**src/cpu_params.svh**
```systemverilog
`ifndef CPU_PARAMS_SVH
`define CPU_PARAMS_SVH

// program counter value after reset
`define CPU_BOOT_VEC 32'h8000_0000

// entries in the fetch to decode queue
`define CPU_IFQ_DEPTH 4

// memory reads allowed in flight at once
`define CPU_MAX_FETCH 2

`endif

```
**src/cpu_pkg.sv**
```systemverilog
package cpu_pkg;

  typedef logic [31:0] addr_t;
  typedef logic [31:0] instr_t;
  typedef logic [4:0] reg_idx_t;
  typedef logic [31:0] gpreg_t;

  // one fetched word and the address it came from
  typedef struct packed {
    addr_t  pc;
    instr_t instr;
  } fetched_t;

  typedef enum logic [2:0] {
    FMT_R,
    FMT_I,
    FMT_S,
    FMT_B,
    FMT_U,
    FMT_J,
    FMT_ILLEGAL
  } fmt_t;

  // RV32I major opcodes, bits [6:0]
  typedef enum logic [6:0] {
    OPC_LOAD     = 7'b0000011,
    OPC_MISC_MEM = 7'b0001111,
    OPC_OP_IMM   = 7'b0010011,
    OPC_AUIPC    = 7'b0010111,
    OPC_STORE    = 7'b0100011,
    OPC_OP       = 7'b0110011,
    OPC_LUI      = 7'b0110111,
    OPC_BRANCH   = 7'b1100011,
    OPC_JALR     = 7'b1100111,
    OPC_JAL      = 7'b1101111,
    OPC_SYSTEM   = 7'b1110011
  } opcode_t;

  // fields are raw bit slices, imm is sign extended per format
  typedef struct packed {
    addr_t       pc;
    fmt_t        fmt;
    logic [6:0]  opcode;
    logic [2:0]  funct3;
    logic [6:0]  funct7;
    reg_idx_t    rd;
    reg_idx_t    rs1;
    reg_idx_t    rs2;
    logic [31:0] imm;
  } decoded_t;

endpackage

```
**src/instr_queue.sv**
```systemverilog
`timescale 1ns/1ps

module instr_queue #(
  parameter type payload_t = logic [31:0],
  parameter int DEPTH = 4
) (
  input  logic                           clk,
  input  logic                           rst,
  input  logic                           enq_valid,
  output logic                           enq_ready,
  input  payload_t                       enq_data,
  output logic                           deq_valid,
  input  logic                           deq_ready,
  output payload_t                       deq_data,
  output logic [$clog2(DEPTH + 1)-1:0]   count
);

  localparam int CW = $clog2(DEPTH + 1);
  localparam int PW = (DEPTH > 1) ? $clog2(DEPTH) : 1;

  payload_t      mem [DEPTH];
  logic [PW-1:0] wr_ptr;
  logic [PW-1:0] rd_ptr;
  logic [CW-1:0] cnt;
  logic          enq_fire;
  logic          deq_fire;

  // a full queue still takes a word when the head leaves
  assign enq_ready = (cnt != CW'(DEPTH)) || deq_ready;
  assign deq_valid = (cnt != '0);
  assign deq_data  = mem[rd_ptr];
  assign count     = cnt;

  assign enq_fire = enq_valid && enq_ready;
  assign deq_fire = deq_valid && deq_ready;

  always_ff @(posedge clk) begin
    if (enq_fire) begin
      mem[wr_ptr] <= enq_data;
    end
  end

  always_ff @(posedge clk or posedge rst) begin
    if (rst) begin
      wr_ptr <= '0;
      rd_ptr <= '0;
      cnt    <= '0;
    end else begin
      if (enq_fire) begin
        wr_ptr <= (wr_ptr == PW'(DEPTH - 1)) ? '0 : wr_ptr + PW'(1);
      end
      if (deq_fire) begin
        rd_ptr <= (rd_ptr == PW'(DEPTH - 1)) ? '0 : rd_ptr + PW'(1);
      end
      case ({enq_fire, deq_fire})
        2'b10:   cnt <= cnt + CW'(1);
        2'b01:   cnt <= cnt - CW'(1);
        default: cnt <= cnt;
      endcase
    end
  end

endmodule

```
**src/fetch_unit.sv**
```systemverilog
`timescale 1ns/1ps
`include "cpu_params.svh"

module fetch_unit (
  input  logic                                      clk,
  input  logic                                      rst,
  output logic                                      mem_req_valid,
  input  logic                                      mem_req_ready,
  output cpu_pkg::addr_t                            mem_req_addr,
  input  logic                                      mem_resp_valid,
  output logic                                      mem_resp_ready,
  input  cpu_pkg::instr_t                           mem_resp_data,
  output logic                                      enq_valid,
  input  logic                                      enq_ready,
  output cpu_pkg::fetched_t                         enq_data,
  input  logic [$clog2(`CPU_IFQ_DEPTH + 1)-1:0]     q_count
);

  import cpu_pkg::*;

  localparam int MAX_FETCH = `CPU_MAX_FETCH;
  localparam int OW = $clog2(MAX_FETCH + 1);
  localparam int PW = (MAX_FETCH > 1) ? $clog2(MAX_FETCH) : 1;

  addr_t         pc;
  addr_t         pend_pc [MAX_FETCH];
  logic [PW-1:0] pend_wr;
  logic [PW-1:0] pend_rd;
  logic [OW-1:0] outstanding;
  logic          room_in_flight;
  logic          room_in_queue;
  logic          req_fire;
  logic          resp_fire;

  // every read in flight needs a free queue slot when it returns
  assign room_in_flight = outstanding < OW'(MAX_FETCH);
  assign room_in_queue  = (int'(q_count) + int'(outstanding)) < `CPU_IFQ_DEPTH;

  assign mem_req_valid = room_in_flight && room_in_queue;
  assign mem_req_addr  = pc;
  assign req_fire      = mem_req_valid && mem_req_ready;

  // responses go straight into the queue
  assign mem_resp_ready = enq_ready;
  assign resp_fire      = mem_resp_valid && mem_resp_ready;
  assign enq_valid      = mem_resp_valid;
  assign enq_data       = '{pc: pend_pc[pend_rd], instr: mem_resp_data};

  always_ff @(posedge clk) begin
    if (req_fire) begin
      pend_pc[pend_wr] <= pc;
    end
  end

  always_ff @(posedge clk or posedge rst) begin
    if (rst) begin
      pc          <= `CPU_BOOT_VEC;
      pend_wr     <= '0;
      pend_rd     <= '0;
      outstanding <= '0;
    end else begin
      if (req_fire) begin
        pc      <= pc + 32'd4;
        pend_wr <= (pend_wr == PW'(MAX_FETCH - 1)) ? '0 : pend_wr + PW'(1);
      end
      if (resp_fire) begin
        pend_rd <= (pend_rd == PW'(MAX_FETCH - 1)) ? '0 : pend_rd + PW'(1);
      end
      case ({req_fire, resp_fire})
        2'b10:   outstanding <= outstanding + OW'(1);
        2'b01:   outstanding <= outstanding - OW'(1);
        default: outstanding <= outstanding;
      endcase
    end
  end

endmodule

```
**src/regfile.sv**
```systemverilog
`timescale 1ns/1ps

module regfile (
  input  logic              clk,
  input  logic              rst,
  input  cpu_pkg::reg_idx_t rd_idx_a,
  input  cpu_pkg::reg_idx_t rd_idx_b,
  output cpu_pkg::gpreg_t   rd_val_a,
  output cpu_pkg::gpreg_t   rd_val_b,
  input  logic              wr_en,
  input  cpu_pkg::reg_idx_t wr_idx,
  input  cpu_pkg::gpreg_t   wr_val
);

  import cpu_pkg::*;

  // x0 has no storage
  gpreg_t regs [1:31];
  logic   wr_live;
  logic   hit_a;
  logic   hit_b;

  assign wr_live = wr_en && (wr_idx != '0);

  // same-cycle write is forwarded to the read ports
  assign hit_a = wr_live && (wr_idx == rd_idx_a);
  assign hit_b = wr_live && (wr_idx == rd_idx_b);

  always_comb begin
    if (rd_idx_a == '0) begin
      rd_val_a = '0;
    end else if (hit_a) begin
      rd_val_a = wr_val;
    end else begin
      rd_val_a = regs[rd_idx_a];
    end
  end

  always_comb begin
    if (rd_idx_b == '0) begin
      rd_val_b = '0;
    end else if (hit_b) begin
      rd_val_b = wr_val;
    end else begin
      rd_val_b = regs[rd_idx_b];
    end
  end

  always_ff @(posedge clk or posedge rst) begin
    if (rst) begin
      for (int i = 1; i < 32; i++) begin
        regs[i] <= '0;
      end
    end else if (wr_live) begin
      regs[wr_idx] <= wr_val;
    end
  end

endmodule

```
**src/instr_decode.sv**
```systemverilog
`timescale 1ns/1ps

module instr_decode (
  input  logic               clk,
  input  logic               rst,
  input  logic               deq_valid,
  output logic               deq_ready,
  input  cpu_pkg::fetched_t  deq_data,
  output cpu_pkg::reg_idx_t  rs1_idx,
  output cpu_pkg::reg_idx_t  rs2_idx,
  input  cpu_pkg::gpreg_t    rs1_val,
  input  cpu_pkg::gpreg_t    rs2_val,
  output logic               dec_valid,
  input  logic               dec_ready,
  output cpu_pkg::decoded_t  dec_data,
  output cpu_pkg::gpreg_t    dec_rs1_val,
  output cpu_pkg::gpreg_t    dec_rs2_val
);

  import cpu_pkg::*;

  decoded_t held_q;
  logic     held_valid_q;
  logic     load;

  function automatic decoded_t decode(input fetched_t f);
    decoded_t d;
    instr_t   w;
    w        = f.instr;
    d.pc     = f.pc;
    d.opcode = w[6:0];
    d.rd     = w[11:7];
    d.funct3 = w[14:12];
    d.rs1    = w[19:15];
    d.rs2    = w[24:20];
    d.funct7 = w[31:25];

    case (w[6:0])
      OPC_OP:                                           d.fmt = FMT_R;
      OPC_OP_IMM, OPC_LOAD, OPC_JALR, OPC_MISC_MEM,
      OPC_SYSTEM:                                       d.fmt = FMT_I;
      OPC_STORE:                                        d.fmt = FMT_S;
      OPC_BRANCH:                                       d.fmt = FMT_B;
      OPC_LUI, OPC_AUIPC:                               d.fmt = FMT_U;
      OPC_JAL:                                          d.fmt = FMT_J;
      default:                                          d.fmt = FMT_ILLEGAL;
    endcase

    // immediate bits scattered per format, sign taken from bit 31
    case (d.fmt)
      FMT_I:   d.imm = {{20{w[31]}}, w[31:20]};
      FMT_S:   d.imm = {{20{w[31]}}, w[31:25], w[11:7]};
      FMT_B:   d.imm = {{19{w[31]}}, w[31], w[7], w[30:25], w[11:8], 1'b0};
      FMT_U:   d.imm = {w[31:12], 12'b0};
      FMT_J:   d.imm = {{11{w[31]}}, w[31], w[19:12], w[20], w[30:21], 1'b0};
      default: d.imm = '0;
    endcase
    return d;
  endfunction

  // take a new head when the slot is empty or draining this cycle
  assign deq_ready = !held_valid_q || dec_ready;
  assign load      = deq_valid && deq_ready;

  always_ff @(posedge clk or posedge rst) begin
    if (rst) begin
      held_valid_q <= 1'b0;
    end else if (load) begin
      held_valid_q <= 1'b1;
    end else if (dec_ready) begin
      held_valid_q <= 1'b0;
    end
  end

  always_ff @(posedge clk) begin
    if (load) begin
      held_q <= decode(deq_data);
    end
  end

  // operands follow the held instruction, bypass comes from the regfile
  assign rs1_idx     = held_q.rs1;
  assign rs2_idx     = held_q.rs2;
  assign dec_rs1_val = rs1_val;
  assign dec_rs2_val = rs2_val;

  assign dec_valid = held_valid_q;
  assign dec_data  = held_q;

endmodule

```
**src/cpu_frontend.sv**
```systemverilog
`timescale 1ns/1ps
`include "cpu_params.svh"

module cpu_frontend (
  input  logic              clk,
  input  logic              rst,
  output logic              mem_req_valid,
  input  logic              mem_req_ready,
  output cpu_pkg::addr_t    mem_req_addr,
  input  logic              mem_resp_valid,
  output logic              mem_resp_ready,
  input  cpu_pkg::instr_t   mem_resp_data,
  input  logic              wb_en,
  input  cpu_pkg::reg_idx_t wb_idx,
  input  cpu_pkg::gpreg_t   wb_val,
  output logic              dec_valid,
  input  logic              dec_ready,
  output cpu_pkg::decoded_t dec_data,
  output cpu_pkg::gpreg_t   dec_rs1_val,
  output cpu_pkg::gpreg_t   dec_rs2_val
);

  import cpu_pkg::*;

  localparam int QCW = $clog2(`CPU_IFQ_DEPTH + 1);

  // fetch to queue
  logic           enq_valid;
  logic           enq_ready;
  fetched_t       enq_data;
  logic [QCW-1:0] q_count;

  // queue to decode
  logic           deq_valid;
  logic           deq_ready;
  fetched_t       deq_data;

  // decode to register file
  reg_idx_t       rs1_idx;
  reg_idx_t       rs2_idx;
  gpreg_t         rs1_val;
  gpreg_t         rs2_val;

  fetch_unit fetch_inst (
    .clk            (clk),
    .rst            (rst),
    .mem_req_valid  (mem_req_valid),
    .mem_req_ready  (mem_req_ready),
    .mem_req_addr   (mem_req_addr),
    .mem_resp_valid (mem_resp_valid),
    .mem_resp_ready (mem_resp_ready),
    .mem_resp_data  (mem_resp_data),
    .enq_valid      (enq_valid),
    .enq_ready      (enq_ready),
    .enq_data       (enq_data),
    .q_count        (q_count)
  );

  instr_queue #(
    .payload_t (fetched_t),
    .DEPTH     (`CPU_IFQ_DEPTH)
  ) ifq_inst (
    .clk       (clk),
    .rst       (rst),
    .enq_valid (enq_valid),
    .enq_ready (enq_ready),
    .enq_data  (enq_data),
    .deq_valid (deq_valid),
    .deq_ready (deq_ready),
    .deq_data  (deq_data),
    .count     (q_count)
  );

  instr_decode decode_inst (
    .clk         (clk),
    .rst         (rst),
    .deq_valid   (deq_valid),
    .deq_ready   (deq_ready),
    .deq_data    (deq_data),
    .rs1_idx     (rs1_idx),
    .rs2_idx     (rs2_idx),
    .rs1_val     (rs1_val),
    .rs2_val     (rs2_val),
    .dec_valid   (dec_valid),
    .dec_ready   (dec_ready),
    .dec_data    (dec_data),
    .dec_rs1_val (dec_rs1_val),
    .dec_rs2_val (dec_rs2_val)
  );

  regfile regfile_inst (
    .clk      (clk),
    .rst      (rst),
    .rd_idx_a (rs1_idx),
    .rd_idx_b (rs2_idx),
    .rd_val_a (rs1_val),
    .rd_val_b (rs2_val),
    .wr_en    (wb_en),
    .wr_idx   (wb_idx),
    .wr_val   (wb_val)
  );

endmodule

```
**config.mk**
```make
export PLATFORM = sky130hd
export DESIGN_NAME = cpu_frontend
export DESIGN_NICKNAME = d
export VERILOG_FILES = /design/src/cpu_pkg.sv /design/src/instr_queue.sv /design/src/fetch_unit.sv /design/src/regfile.sv /design/src/instr_decode.sv /design/src/cpu_frontend.sv
export VERILOG_INCLUDE_DIRS = /design/src
export SDC_FILE = /design/constraint.sdc
export NUM_CORES = 2
export LEC_CHECK = 0
export BUFFER_PORTS_ARGS = -buffer_cell sky130_fd_sc_hd__buf_2
export CAP_MARGIN = 20
export CORE_MARGIN = 2
export CORE_UTILIZATION = 40
export DETAILED_ROUTE_END_ITERATION = 8
export PLACE_DENSITY_LB_ADDON = 0.15
export SLEW_MARGIN = 20
export SYNTH_ARGS = -nofsm -noshare
export SYNTH_HDL_FRONTEND = slang
export SYNTH_SLANG_ARGS = --single-unit
export TNS_END_PERCENT = 100
```
**constraint.sdc**
```tcl
create_clock -name clk -period 44.1 [get_ports clk]
set_input_delay 4.41 -clock clk [delete_from_list [all_inputs] [get_ports clk]]
set_output_delay 4.41 -clock clk [all_outputs]
set_load 0.02 [all_outputs]
```
==> results.toml <==
[yosys]
ys_types = 60
avgSynthCellArea_um2 = 16.6
synth_edf_count = 405
seq_area_frac_synth_pct = 54.5
synthArstFlopShare_pct = 71.9
mappedNetlistArea_um2 = 69800
yosys_warnings = 0
synth-main-ff-cell = "dfrtp_1"
ys_ff_latch = 1439
synthCells = 4201

[setup_path]
r2r_slack_ns = 39.48
crit_path_end = "dec_rs1_val[3]"
reg2reg_from = "ifq_inst.rd_ptr[0]"
end_kind = "output port"
worstPathArrival_ns = 6.90
startpoint_type = "primary input"
startpoint = "wb_idx[2]"
crit_path_max_fanout = 64
crit_type = "primary input to output port"
reg2reg_to = "decode_inst.dec_data[7]"
reg2regPathDepth = 8
critPathRequiredTime_ns = 39.69

[sta]
fin_crit_sh_pct = 25.6
max_clock_freq_ghz = 0.0884
setup_viol = 0
setup_tns_ns = 0
rsz0062_at_grt = "false"
period_minus_slack_ns = 11.31
slew_headroom_pct = 23.9
setup_ws_ns = 32.79
slew_violations = 0
worstMarginPinSlew_ns = 1.14
clock_skew_ns = 0.0244
finalHoldViolations = 0

[power]
p_comb_share_pct = 38.0
p_switching_mw = 1.82
powerDensity_nw_per_um2 = 66.5
p_seq_share_pct = 35.4
p_leak_nw = 32.2
p_int_mw = 3.44
switching_share_pct = 34.6
peakVddDrop_mv = 0.0495
power_frac_clock_pct = 26.6

[cts]
root_buffer = "clkbuf_16"
htreeDepth = 4
holdBufCountCts = 0
clk_latency_ns = 0.83
cts_tree = "yes"
clkSlewWorstSetupHoldPaths_ns = 0.06
numClockSinks = 1439
postCtsSetupRepairBufs = 0
cts_resized = 0
cts_buffers = 163
clock_path_buffers = 3

[job]
maxCapViolCount = 0

[detailed_routing]
postRouteAntennaNets = 0
drc = 0
dr.pass1.iters = 5
drtIter0Drc = 3166
num_vias = 40100
vias_per_cell = 5.92
wire_per_inst_um = 30.8
routed_wl_um = 209000

[floorplan]
die_w_um = 422
pin_count = 273
die_h_um = 422
initial_utilization_pct = 40.2
placementRows = 153
dieArea_um2 = 178000
core-area_um2 = 174000

[cells_and_area]
multi_input_area_um2 = 30400
syn_to_final_growth_pct = 13.3
final_cell_count_no_fill = 6782
seqCellArea_um2 = 38000
drive_gt1_share_pct = 53.1
nNetsFinal = 4409
fill_cells = 15300
stdcell_area_um2 = 79100
post-route-util_pct = 45.6

[global_routing]
grt_max_degree = 172
gr-total-overflow = 0
antenna_found_initial = 19
grt_pass1_vias = 42100
grtUsageTotal_pct = 23.6
grt_pass1_wl_um = 306000

[worst_hold_path]
min_path_type = "register to register"
hold_start = "fetch_inst.outstanding[1]"

[placed_design]
dp_cells = 6482
placed_cell_area_um2 = 73500
gp_congestion = 0.766
detailedPlace.worstSlack_ns = 32.76
dp_hpwl_um = 112000
portBuffers = 268

[run_status]
status = "finished, final reports clean"
per-layer routing:
layer | track usage [%] | up-vias | routed length [µm]
met4 | 7.28 | 8 | 6450
met3 | 3.78 | 329 | 8970
li1 | - | 16700 | -
met1 | 29.7 | 22100 | 84800
met5 | 0 | - | 51
met2 | 41.5 | 991 | 109000
worst min-delay path by stage:
stage	to	slack (ns)	depth (start not counted)
2_1_floorplan	fetch_inst.pend_wr	0.46	1
3_3_place_gp	fetch_inst.outstanding[1]	0.48	1
3_5_place_dp	fetch_inst.outstanding[1]	0.49	1
4_1_cts	fetch_inst.outstanding[1]	0.50	1
5_1_grt	regfile_inst.regs[416]	0.53	1
6_report	fetch_inst.outstanding[1]	0.50	1
cell families after synthesis:
logic type | after synthesis | synth area share (%)
AOI/OAI and AO/OA | 236 | 2.36
xor gates and xnor gates | 47 | 0.590
adders and majority gates | 11 | 0.208
buffers and inverters | 422 | 2.36
DFF | 1439 | 54.5
muxes | 1761 | 38.1
other | 1 | 0.00537
and+or+nand+nor | 284 | 1.89
flip-flops by register name (all words and copies together) (netlist names):
name	cells
regfile_inst.regs	992
ifq_inst.mem	248
decode_inst.dec_data	87
fetch_inst.pend_pc	60
fetch_inst.mem_req_addr	30
decode_inst.rs1_idx	5
decode_inst.rs2_idx	5
ifq_inst.count	3
fetch_inst.outstanding	2
ifq_inst.rd_ptr	2
ifq_inst.wr_ptr	2
decode_inst.dec_valid	1
fetch_inst.pend_rd	1
fetch_inst.pend_wr	1
power by group through the flow:
stage	clock [mW]	combinational, mW	sequential [mW]
2_1_floorplan	0	1.40	1.87
6_report	1.40	2.00	1.86
4_1_cts	1.43	2.03	1.86
3_5_place_dp	0	2.03	1.88
3_3_place_gp	0	2.02	1.87
5_1_grt	1.49	2.12	1.90
synthesized netlist by cell type, drive strengths merged (21+ instances only):
master	number	share of area, %
mux2	1089	18
dfrtp	1033	37
mux4	607	20
edfxtp	405	17
clkbuf	228	1.2
buf	179	1.1
nand2	124	0.67
o21ai	73	0.53
nor2	67	0.36
mux2i	65	0.93
a21oi	55	0.40
a22o	33	0.41
a2111oi	32	0.43
a221oi	31	0.39
xnor2	31	0.39
nand3	21	0.15
placed cells by master, fill, tap and decap left out, types with 53 or more instances in the layout:
master and count:
a21oi_1 54, buf_2 268, buf_4 86, clkbuf_16 164, dfrtp_1 1031, edfxtp_1 405, mux2_2 1086, mux2i_1 65
mux4_2 607, nand2_1 109, nor2_1 53, o21ai_0 70
through the flow:
step,hold WS (ns),power [mW]
after floorplan,0.461,3.27
after global placement,0.481,3.90
after detailed placement,0.486,3.91
after CTS,0.499,5.32
after global routing,0.528,5.50
final,0.503,5.26
critical path: stages:
cell and delay [ns]:
buf_2 0.18, nor3_1 0.65, nand2_1 0.10, nand2_1 0.15
nor4_2 0.06, buf_4 0.34, o21ai_0 0.68, buf_2 0.29
cell type report:
class	instances	share of cell area [%]
Antenna cell	11	0.0348
Clock buffer	232	5.94
Clock inverter	56	1.07
Inverter	15	0.0807
Multi-Input combinational cell	2343	38.4
Sequential cell	1439	48.1
Tap cell	2325	3.68
Timing Repair Buffer	361	2.70
Power figures use the tool's default switching activity.
